### config.mk
export PLATFORM = sky130hd
export DESIGN_NAME = ddr3_dfi_phy
export DESIGN_NICKNAME = d
export VERILOG_FILES = /design/src/logic/ddr3_phy_pkg.sv /design/src/logic/ddr3_lane_if.sv /design/src/logic/ddr3_byte_lane.sv /design/src/logic/ddr3_dfi_phy.sv /design/src/logic/ddr3_out_stage.sv /design/src/logic/ddr3_rd_align.sv
export SDC_FILE = /design/constraint.sdc
export NUM_CORES = 1
export LEC_CHECK = 0
export BUFFER_PORTS_ARGS = -buffer_cell sky130_fd_sc_hd__buf_4
export CORE_MARGIN = 2
export CORE_UTILIZATION = 45
export DETAILED_ROUTE_END_ITERATION = 7
export GPL_ROUTABILITY_DRIVEN = 0
export PLACE_DENSITY = 0.75
export SYNTH_ARGS = -nofsm -noshare
export SYNTH_HDL_FRONTEND = slang
export SYNTH_SLANG_ARGS = --single-unit
### constraint.sdc
create_clock -name clk_i -period 1.95 [get_ports clk_i]
set_input_delay 0.39 -clock clk_i [delete_from_list [all_inputs] [get_ports clk_i]]
set_output_delay 0.39 -clock clk_i [all_outputs]
set_load 0.05 [all_outputs]
### src/logic/ddr3_phy_pkg.sv
// DDR3 DFI PHY shared widths, lane constants and DFI command type
package ddr3_phy_pkg;

    // ----------------------------------------------------------
    // Pin and lane geometry
    // ----------------------------------------------------------
    localparam int DQ_W       = 16;
    localparam int LANE_W     = 8;
    localparam int NUM_LANES  = DQ_W / LANE_W;

    // DFI side carries both beats in one word
    localparam int DFI_DATA_W = 2 * DQ_W;
    localparam int DFI_MASK_W = 2 * NUM_LANES;

    // Command field widths
    localparam int ADDR_W     = 15;
    localparam int BANK_W     = 3;

    // ----------------------------------------------------------
    // Read latency and configuration word
    // ----------------------------------------------------------
    localparam int RD_LAT_W      = 4;
    localparam int RD_SHIFT_W    = 12;
    localparam int CFG_RDLAT_LSB = 8;
    localparam int CFG_W         = 32;

    // ----------------------------------------------------------
    // Types
    // ----------------------------------------------------------
    typedef logic [DFI_DATA_W-1:0] dfi_data_t;
    typedef logic [DFI_MASK_W-1:0] dfi_mask_t;
    typedef logic [DQ_W-1:0]       dq_t;
    typedef logic [LANE_W-1:0]     lane_byte_t;
    typedef logic [RD_LAT_W-1:0]   rd_lat_t;

    // One DFI command as driven to the DDR3 pins
    typedef struct packed {
        logic              cke;
        logic              reset_n;
        logic              ras_n;
        logic              cas_n;
        logic              we_n;
        logic              cs_n;
        logic              odt;
        logic [BANK_W-1:0] bank;
        logic [ADDR_W-1:0] address;
    } ddr3_cmd_t;

endpackage

### src/logic/ddr3_lane_if.sv
// DDR3 byte lane bundle: write beats, mask beats, output enable, read beats
interface ddr3_lane_if;
    import ddr3_phy_pkg::*;

    // Write beats of the current clock
    lane_byte_t wr_rise;
    lane_byte_t wr_fall;
    logic       dm_rise;
    logic       dm_fall;
    logic       oe;

    // Read beats retimed to the rising edge
    lane_byte_t rd_rise;
    lane_byte_t rd_fall;

    modport src (
        output wr_rise, wr_fall, dm_rise, dm_fall, oe
    );

    modport lane (
        input  wr_rise, wr_fall, dm_rise, dm_fall, oe,
        output rd_rise, rd_fall
    );

    modport sink (
        input rd_rise, rd_fall
    );

endinterface

### src/logic/ddr3_byte_lane.sv
// DDR3 byte lane: DDR output of write and mask beats, DDR capture of read beats
module ddr3_byte_lane (
    input  logic                     clk_i,
    input  logic                     rst_i,
    ddr3_lane_if.lane                lane,
    output ddr3_phy_pkg::lane_byte_t dq_o,
    output logic                     dm_o,
    input  ddr3_phy_pkg::lane_byte_t dq_i
);
    import ddr3_phy_pkg::*;

    lane_byte_t wr_rise_q;
    lane_byte_t wr_fall_q;
    logic       dm_rise_q;
    logic       dm_fall_q;

    lane_byte_t rd_rise_cap;
    lane_byte_t rd_fall_cap;
    lane_byte_t rd_rise_q;
    lane_byte_t rd_fall_q;

    // ----------------------------------------------------------
    // DDR output
    // ----------------------------------------------------------
    always_ff @(posedge clk_i)
    begin
        if (rst_i)
        begin
            wr_rise_q <= '0;
            wr_fall_q <= '0;
            dm_rise_q <= 1'b0;
            dm_fall_q <= 1'b0;
        end
        else
        begin
            wr_rise_q <= lane.wr_rise;
            wr_fall_q <= lane.wr_fall;
            dm_rise_q <= lane.dm_rise;
            dm_fall_q <= lane.dm_fall;
        end
    end

    // High phase shows the rising beat, low phase the falling beat
    assign dq_o = clk_i ? wr_rise_q : wr_fall_q;
    assign dm_o = clk_i ? dm_rise_q : dm_fall_q;

    // ----------------------------------------------------------
    // DDR capture
    // ----------------------------------------------------------
    always_ff @(posedge clk_i)
    begin
        rd_rise_cap <= dq_i;
    end

    always_ff @(negedge clk_i)
    begin
        rd_fall_cap <= dq_i;
    end

    // Both beats land together on the next rising edge
    always_ff @(posedge clk_i)
    begin
        rd_rise_q <= rd_rise_cap;
        rd_fall_q <= rd_fall_cap;
    end

    assign lane.rd_rise = rd_rise_q;
    assign lane.rd_fall = rd_fall_q;

    a_dq_known_when_oe: assert property (
        @(posedge clk_i) disable iff (rst_i)
        lane.oe |-> !$isunknown(dq_o)
    ) else $error("unknown write data on DQ while output is enabled");

endmodule

### src/logic/ddr3_dfi_phy.sv
// DDR3 DFI PHY top: DFI command and data to a 16-bit DDR pin bus and back
module ddr3_dfi_phy #(
    parameter int unsigned TPHY_RDLAT = 4
) (
    input  logic                                clk_i,
    input  logic                                rst_i,
    input  logic                                cfg_valid_i,
    input  logic [ddr3_phy_pkg::CFG_W-1:0]      cfg_i,
    input  logic [ddr3_phy_pkg::ADDR_W-1:0]     dfi_address_i,
    input  logic [ddr3_phy_pkg::BANK_W-1:0]     dfi_bank_i,
    input  logic                                dfi_cas_n_i,
    input  logic                                dfi_cke_i,
    input  logic                                dfi_cs_n_i,
    input  logic                                dfi_odt_i,
    input  logic                                dfi_ras_n_i,
    input  logic                                dfi_reset_n_i,
    input  logic                                dfi_we_n_i,
    input  ddr3_phy_pkg::dfi_data_t             dfi_wrdata_i,
    input  logic                                dfi_wrdata_en_i,
    input  ddr3_phy_pkg::dfi_mask_t             dfi_wrdata_mask_i,
    input  logic                                dfi_rddata_en_i,
    input  ddr3_phy_pkg::dq_t                   ddr3_dq_i,
    output ddr3_phy_pkg::dfi_data_t             dfi_rddata_o,
    output logic                                dfi_rddata_valid_o,
    output logic                                ddr3_cke_o,
    output logic                                ddr3_reset_n_o,
    output logic                                ddr3_ras_n_o,
    output logic                                ddr3_cas_n_o,
    output logic                                ddr3_we_n_o,
    output logic                                ddr3_cs_n_o,
    output logic                                ddr3_odt_o,
    output logic [ddr3_phy_pkg::BANK_W-1:0]     ddr3_ba_o,
    output logic [ddr3_phy_pkg::ADDR_W-1:0]     ddr3_addr_o,
    output logic [ddr3_phy_pkg::NUM_LANES-1:0]  ddr3_dm_o,
    output ddr3_phy_pkg::dq_t                   ddr3_dq_o,
    output logic                                ddr3_dq_oe_o
);
    import ddr3_phy_pkg::*;

    ddr3_cmd_t dfi_cmd;
    ddr3_cmd_t ddr3_cmd;

    ddr3_lane_if lane_if [NUM_LANES] ();

    // ----------------------------------------------------------
    // Command packing
    // ----------------------------------------------------------
    assign dfi_cmd.cke     = dfi_cke_i;
    assign dfi_cmd.reset_n = dfi_reset_n_i;
    assign dfi_cmd.ras_n   = dfi_ras_n_i;
    assign dfi_cmd.cas_n   = dfi_cas_n_i;
    assign dfi_cmd.we_n    = dfi_we_n_i;
    assign dfi_cmd.cs_n    = dfi_cs_n_i;
    assign dfi_cmd.odt     = dfi_odt_i;
    assign dfi_cmd.bank    = dfi_bank_i;
    assign dfi_cmd.address = dfi_address_i;

    assign ddr3_cke_o     = ddr3_cmd.cke;
    assign ddr3_reset_n_o = ddr3_cmd.reset_n;
    assign ddr3_ras_n_o   = ddr3_cmd.ras_n;
    assign ddr3_cas_n_o   = ddr3_cmd.cas_n;
    assign ddr3_we_n_o    = ddr3_cmd.we_n;
    assign ddr3_cs_n_o    = ddr3_cmd.cs_n;
    assign ddr3_odt_o     = ddr3_cmd.odt;
    assign ddr3_ba_o      = ddr3_cmd.bank;
    assign ddr3_addr_o    = ddr3_cmd.address;

    // ----------------------------------------------------------
    // Datapath
    // ----------------------------------------------------------
    ddr3_out_stage u_out_stage (
        .clk_i             (clk_i),
        .rst_i             (rst_i),
        .dfi_cmd_i         (dfi_cmd),
        .dfi_wrdata_i      (dfi_wrdata_i),
        .dfi_wrdata_mask_i (dfi_wrdata_mask_i),
        .dfi_wrdata_en_i   (dfi_wrdata_en_i),
        .ddr3_cmd_o        (ddr3_cmd),
        .lanes             (lane_if)
    );

    for (genvar g = 0; g < NUM_LANES; g++)
    begin : g_byte_lane
        ddr3_byte_lane u_lane (
            .clk_i (clk_i),
            .rst_i (rst_i),
            .lane  (lane_if[g]),
            .dq_o  (ddr3_dq_o[g*LANE_W +: LANE_W]),
            .dm_o  (ddr3_dm_o[g]),
            .dq_i  (ddr3_dq_i[g*LANE_W +: LANE_W])
        );
    end

    // All lanes share one enable
    assign ddr3_dq_oe_o = lane_if[0].oe;

    ddr3_rd_align #(
        .TPHY_RDLAT (TPHY_RDLAT)
    ) u_rd_align (
        .clk_i              (clk_i),
        .rst_i              (rst_i),
        .cfg_valid_i        (cfg_valid_i),
        .cfg_i              (cfg_i),
        .dfi_rddata_en_i    (dfi_rddata_en_i),
        .lanes              (lane_if),
        .dfi_rddata_o       (dfi_rddata_o),
        .dfi_rddata_valid_o (dfi_rddata_valid_o)
    );

endmodule

### src/logic/ddr3_out_stage.sv
// DDR3 PHY output stage: command and write registers, write OE, lane split
module ddr3_out_stage (
    input  logic                    clk_i,
    input  logic                    rst_i,
    input  ddr3_phy_pkg::ddr3_cmd_t dfi_cmd_i,
    input  ddr3_phy_pkg::dfi_data_t dfi_wrdata_i,
    input  ddr3_phy_pkg::dfi_mask_t dfi_wrdata_mask_i,
    input  logic                    dfi_wrdata_en_i,
    output ddr3_phy_pkg::ddr3_cmd_t ddr3_cmd_o,
    ddr3_lane_if.src                lanes [ddr3_phy_pkg::NUM_LANES]
);
    import ddr3_phy_pkg::*;

    ddr3_cmd_t  cmd_q;
    dfi_data_t  wrdata_q;
    dfi_mask_t  mask_q;
    logic [2:0] wr_hist_q;
    logic       oe_q;

    // ----------------------------------------------------------
    // Command and write word registers
    // ----------------------------------------------------------
    always_ff @(posedge clk_i)
    begin
        if (rst_i)
        begin
            cmd_q    <= '0;
            wrdata_q <= '0;
            mask_q   <= '0;
        end
        else
        begin
            cmd_q    <= dfi_cmd_i;
            wrdata_q <= dfi_wrdata_i;
            mask_q   <= dfi_wrdata_mask_i;
        end
    end

    assign ddr3_cmd_o = cmd_q;

    // ----------------------------------------------------------
    // Write output enable
    // ----------------------------------------------------------
    // Bit 0 is the newest sample of the write enable
    always_ff @(posedge clk_i)
    begin
        if (rst_i)
        begin
            wr_hist_q <= '0;
        end
        else
        begin
            wr_hist_q <= {wr_hist_q[1:0], dfi_wrdata_en_i};
        end
    end

    // Set from stage 1, held until stage 2 drains
    always_ff @(posedge clk_i)
    begin
        if (rst_i)
            oe_q <= 1'b0;
        else if (wr_hist_q[1])
            oe_q <= 1'b1;
        else if (!wr_hist_q[2])
            oe_q <= 1'b0;
    end

    // ----------------------------------------------------------
    // Lane distribution
    // ----------------------------------------------------------
    for (genvar l = 0; l < NUM_LANES; l++)
    begin : g_lane
        assign lanes[l].wr_rise = wrdata_q[l*LANE_W +: LANE_W];
        assign lanes[l].wr_fall = wrdata_q[DQ_W + l*LANE_W +: LANE_W];
        assign lanes[l].dm_rise = mask_q[l];
        assign lanes[l].dm_fall = mask_q[l + NUM_LANES];
        assign lanes[l].oe      = oe_q;
    end

    // OE rise is visible one edge after it happens, hence three samples back
    a_oe_after_en: assert property (
        @(posedge clk_i) disable iff (rst_i)
        $rose(oe_q) |-> $past(dfi_wrdata_en_i, 3)
    ) else $error("write OE rose without a write enable two edges before");

endmodule

### src/logic/ddr3_rd_align.sv
// DDR3 PHY read side: read latency register, valid delay line, word assembly
module ddr3_rd_align #(
    parameter int unsigned TPHY_RDLAT = 4
) (
    input  logic                           clk_i,
    input  logic                           rst_i,
    input  logic                           cfg_valid_i,
    input  logic [ddr3_phy_pkg::CFG_W-1:0] cfg_i,
    input  logic                           dfi_rddata_en_i,
    ddr3_lane_if.sink                      lanes [ddr3_phy_pkg::NUM_LANES],
    output ddr3_phy_pkg::dfi_data_t        dfi_rddata_o,
    output logic                           dfi_rddata_valid_o
);
    import ddr3_phy_pkg::*;

    rd_lat_t               rd_lat_q;
    rd_lat_t               cfg_lat;
    logic [RD_SHIFT_W-1:0] rd_en_q;
    logic [RD_SHIFT_W-1:0] rd_en_d;

    // ----------------------------------------------------------
    // Read latency
    // ----------------------------------------------------------
    assign cfg_lat = cfg_i[CFG_RDLAT_LSB +: RD_LAT_W];

    always_ff @(posedge clk_i)
    begin
        if (rst_i)
            rd_lat_q <= rd_lat_t'(TPHY_RDLAT);
        else if (cfg_valid_i)
            rd_lat_q <= cfg_lat;
    end

    // ----------------------------------------------------------
    // Read valid delay line
    // ----------------------------------------------------------
    // Enable enters at stage L and walks down to stage 0
    always_comb
    begin
        rd_en_d = {1'b0, rd_en_q[RD_SHIFT_W-1:1]};
        if (rd_lat_q < RD_SHIFT_W)
            rd_en_d[rd_lat_q] = dfi_rddata_en_i;
    end

    always_ff @(posedge clk_i)
    begin
        if (rst_i)
            rd_en_q <= '0;
        else
            rd_en_q <= rd_en_d;
    end

    assign dfi_rddata_valid_o = rd_en_q[0];

    // Falling beats form the upper half of the DFI word
    for (genvar l = 0; l < NUM_LANES; l++)
    begin : g_lane
        assign dfi_rddata_o[l*LANE_W +: LANE_W]        = lanes[l].rd_rise;
        assign dfi_rddata_o[DQ_W + l*LANE_W +: LANE_W] = lanes[l].rd_fall;
    end

    a_rdlat_in_range: assert property (
        @(posedge clk_i) disable iff (rst_i)
        cfg_valid_i |-> (cfg_lat < RD_SHIFT_W)
    ) else $error("read latency %0d beyond the valid delay line", cfg_lat);

endmodule

# After elaboration in Yosys (flattened, before gate mapping)
# Index checks and enable logic that the tools add are counted.
# Widths: inputs -> output; s select.
# word_totals
register_bits,181
input_bits,114
elab_cells,49
# classes
order_cmp,3
n_eq_ne,1
muxes,10
n_bitwise,1
n_reduce_logical,2
# op_table
op,count
$mux 8,2
$bwmux 12,1
$mux 11,1
$lt 4x5->1 const B,1
$mux 1,5
$demux 1 s4,1
$ge 4x1->1 const B,1
$lt 4x4->1 const B,1
$ne 2x2->1 const B,1
$reduce_or 2->1,1
$logic_and 1x1->1,1
$not 1->1,1

# Logic depth before layout (Yosys ltp)
# depth
depth_word,6
ltp_mapped,4
mapped_depth_nobuf,2

# Hierarchy
# A second synthesis with hierarchy kept.
# hier_totals
cells_unflattened,398
hier_area_um2,5472.7
# by_module_without_submodules
mod,instances,cells_each,area_per_inst_um2
ddr3_byte_lane,2,80,1273.7
ddr3_out_stage,1,139,1865.5
ddr3_rd_align,1,99,1059.8

==> flow_summary.toml <==
[outcome]
status = "finished, violations left"
failed_checks = "negative setup slack"

[clocking]
clock_insertion_delay_worst_skew_ns = 0.58
worst_setup_hold_path_clk_slew_ns = 0.07
tritoncts = "built"

[power_and_ir_drop]
leakage_nw = 3.40
total_power_mw = 10.2
peakVddDrop_mv = 0.797
cellPowerDensity_nw_per_um2 = 1360

[yosys]
synth_top_cell_by_area = "sky130_fd_sc_hd__dfxtp_1"
synth_area_leaders = "sky130_fd_sc_hd__dfxtp_1 (71%), sky130_fd_sc_hd__nor2b_1 (12%), sky130_fd_sc_hd__mux2_2 (4.0%)"
post_synth_inst_count = 369
synth_warn = 0
ys_types = 20
mappedNetlistNets = 483
synthesis.area_per_instance_sq_um = 13.8
postSynthRegisterBits = 181
synth-seq-area-share_pct = 71.2
mappedNetlistArea_sq_um = 5090
synth.top_cell.area_share_pct = 71.2

[finish]
finish.utilization_pct = 68.8
layout.nets = 685
nFillCells = 781
area_growth_pct = 47.9
drive_gt1_share_pct = 40.4
n_antenna_cell = 0
finalNonFillerCells = 727

[die]
die_area_sq_um = 12200
core_area_sq_um = 10900
placement_rows = 38
die_x_extent_microns = 110
start_util_pct = 46.5
num_io_pins = 191
die_y_extent_microns = 110

[timing]
fin_worst_hold_slack_ns = 0.0652
max_slew.worst_pin.slew_ns = 0.647
worst_clock_skew_ns = 0.0520
postLayoutSetupSlackWorst_ns = -0.294
final-max-slew-violation-count = 0
grt_setup_unrepaired = "yes"
final_number_of_setup_violating_endpoints = 18
timing_hold_violations_final = 0
slew_headroom_pct = 56.8

[setup_path]
worstRegToRegCells = 0
r2r-start = "g_byte_lane[0].u_lane.rd_fall_cap[1]"
worst-setup-path-type = "clock port to primary output"
ff2ff_setup_slack_ns = 0.54
cp_slowest_stage_delay_ns = 0.30
timing.critical_path.arrival_ns = 1.85
worst-path-max-fanout = 4
r2r_end = "g_byte_lane[0].u_lane.lane.rd_fall[1]"
critPathRequiredTime_ns = 1.56
wp_buf_inv = 4
cp_cell_sequence = "clkbuf_16 > clkbuf_16 > clkbuf_16 > mux2_4 > buf_6"
path_delay_family = "buffers and inverters"
cp_common_cell = "sky130_fd_sc_hd__clkbuf_16"
endpoint_kind = "primary output"
worst_setup_path_start_kind = "clock port"
timing.critical_path.slowest_stage_cell = "sky130_fd_sc_hd__mux2_4"

[drt]
routedWlPerCell_microns = 12.3
detail-route-antenna-nets = 0
drc = 0
routed-via-count = 3154
overall_routed_net_length_mm = 8.94
dr.pass1.iters = 4
routed_via_density = 4.34
drt_first_iter_violations = 121

[min_path]
origin_of_the_worst_min_delay_path = "dfi_bank_i[2]"
worstHoldEndpoint = "u_out_stage.ddr3_cmd_o[17]"
hold_path.class = "input port to register"
hold_depth = 2

[placement]
detailedPlacementHpwl_mm = 5.63
placement.setup.worst_slack_ns = 0.129
placed_cells_incl_taps = 650
numPortBuffers = 162

[global_route]
globalRouteTotalUtil_pct = 15.6
antenna_found_initial = 0
maximum_number_of_pins_on_one_net_before_global_route_repair = 80
grt_first_pass_wirelength_mm = 13.8
via_count_of_the_first_global_routing_pass = 3339
gr-total-overflow = 0

[run]
max_cap_violations = 0
per-layer routing:
| layer | part of all wire, % | GRT usage [%] | wire [microns] | vias up |
|---|---|---|---|---|
| met3 | 12 | 11.3 | 1110 | 26 |
| met4 | 2.6 | 12.4 | 234 | 0 |
| met1 | 38 | 14.5 | 3440 | 1394 |
| li1 | - | - | - | 1572 |
| met2 | 47 | 23.2 | 4160 | 162 |
| met5 | 0 | 0 | 0 | - |
worst max path at each step:
stage	endpoint	depth (start not counted)	start
after global placement	ddr3_dq_o[10]	2	clk_i
after detailed placement	ddr3_dq_o[10]	2	clk_i
after floorplan	ddr3_dq_o[10]	3	clk_i
final	ddr3_dq_o[12]	5	clk_i
after global routing	ddr3_dq_o[12]	5	clk_i
after CTS	ddr3_dq_o[12]	5	clk_i
placed cells by master, fill, tap and decap left out, drive strengths merged:
cell type and n:
a21oi 1, and2b 6, and4bb 5, clkbuf 29, clkinvlp 3, bufinv 1
nor2 5, mux2 18, mux2i 14, nor2b 95, dlygate4sd3 16, clkinv 3
buf 166, inv 24, nand2b 12, a211o 1, nor4b 4, nand4b 2
nor4 1, dfxtp 181
metrics by stage:
| step | cell area [sq um] | setup TNS, ns |
|---|---|---|
| after floorplan | 5140 | -0.434 |
| after global placement | 6370 | 0 |
| after detailed placement | 6370 | 0 |
| after CTS | 7510 | -5.19 |
| after global routing | 7520 | -5.35 |
| final | 7520 | -4.97 |
logic make-up after synthesis:
logic type / Yosys count / share of synthesized area [%]
multiplexers: 32 / 6.74
flip-flops: 181 / 71.2
AO/OA/AOI/OAI: 2 / 0.271
buffers and inverters: 24 / 3.47
AND/OR/NAND/NOR: 130 / 18.3
layout make-up:
class	instances	area (sq um)	share of cell area (%)
timing repair buffer	162	1270	16.9
sequential	181	3620	48.2
tap	140	175	2.33
clock inverter	31	204	2.71
multi-input combinational	164	1320	17.6
clock buffer	49	930	12.4
synthesized netlist by cell type:
master / count
sky130_fd_sc_hd__mux2i_1: 14
sky130_fd_sc_hd__a211o_1: 1
sky130_fd_sc_hd__clkbuf_8: 1
sky130_fd_sc_hd__and4bb_2: 5
sky130_fd_sc_hd__and2b_1: 6
sky130_fd_sc_hd__dfxtp_1: 181
sky130_fd_sc_hd__nand2b_1: 12
sky130_fd_sc_hd__clkbuf_1: 8
sky130_fd_sc_hd__nor4_4: 1
sky130_fd_sc_hd__nor4b_4: 4
sky130_fd_sc_hd__inv_1: 1
sky130_fd_sc_hd__nor2_1: 5
sky130_fd_sc_hd__buf_6: 7
sky130_fd_sc_hd__a21oi_1: 1
sky130_fd_sc_hd__buf_2: 4
sky130_fd_sc_hd__nand4b_1: 2
sky130_fd_sc_hd__buf_4: 2
sky130_fd_sc_hd__buf_8: 1
sky130_fd_sc_hd__mux2_2: 18
sky130_fd_sc_hd__nor2b_1: 95
sequential cells by signal, summed over array words and instances (netlist names), 2 cells and up:
name / flops
u_out_stage.wrdata_q: 32
u_out_stage.ddr3_cmd_o: 25
g_byte_lane.u_lane.lane.rd_fall: 16
g_byte_lane.u_lane.lane.rd_rise: 16
g_byte_lane.u_lane.rd_fall_cap: 16
g_byte_lane.u_lane.rd_rise_cap: 16
g_byte_lane.u_lane.wr_fall_q: 16
g_byte_lane.u_lane.wr_rise_q: 16
u_rd_align.rd_en_q: 12
u_out_stage.mask_q: 4
u_rd_align.rd_lat_q: 4
u_out_stage.wr_hist_q: 3
g_byte_lane.u_lane.dm_fall_q: 2
g_byte_lane.u_lane.dm_rise_q: 2
where the power goes:
| group | internal [mW] | switching (mW) | leakage [nW] |
|---|---|---|---|
| Clock | 3.28 | 2.35 | 0.738 |
| Combinational | 0.293 | 0.348 | 1.15 |
| Sequential | 3.88 | 0.0649 | 1.51 |
| Total | 7.45 | 2.76 | 3.40 |
repair_timing:
| item | CTS | global route |
|---|---|---|
| buffers inserted | 1 | 1 |
| hold buffers | 16 | 0 |
| setup endpoints to repair | 18 | 18 |
| resized for setup | 19 | 1 |
| endpoints found under the hold margin | 16 | 0 |
Note: power is estimated with default switching activity, not from simulation.
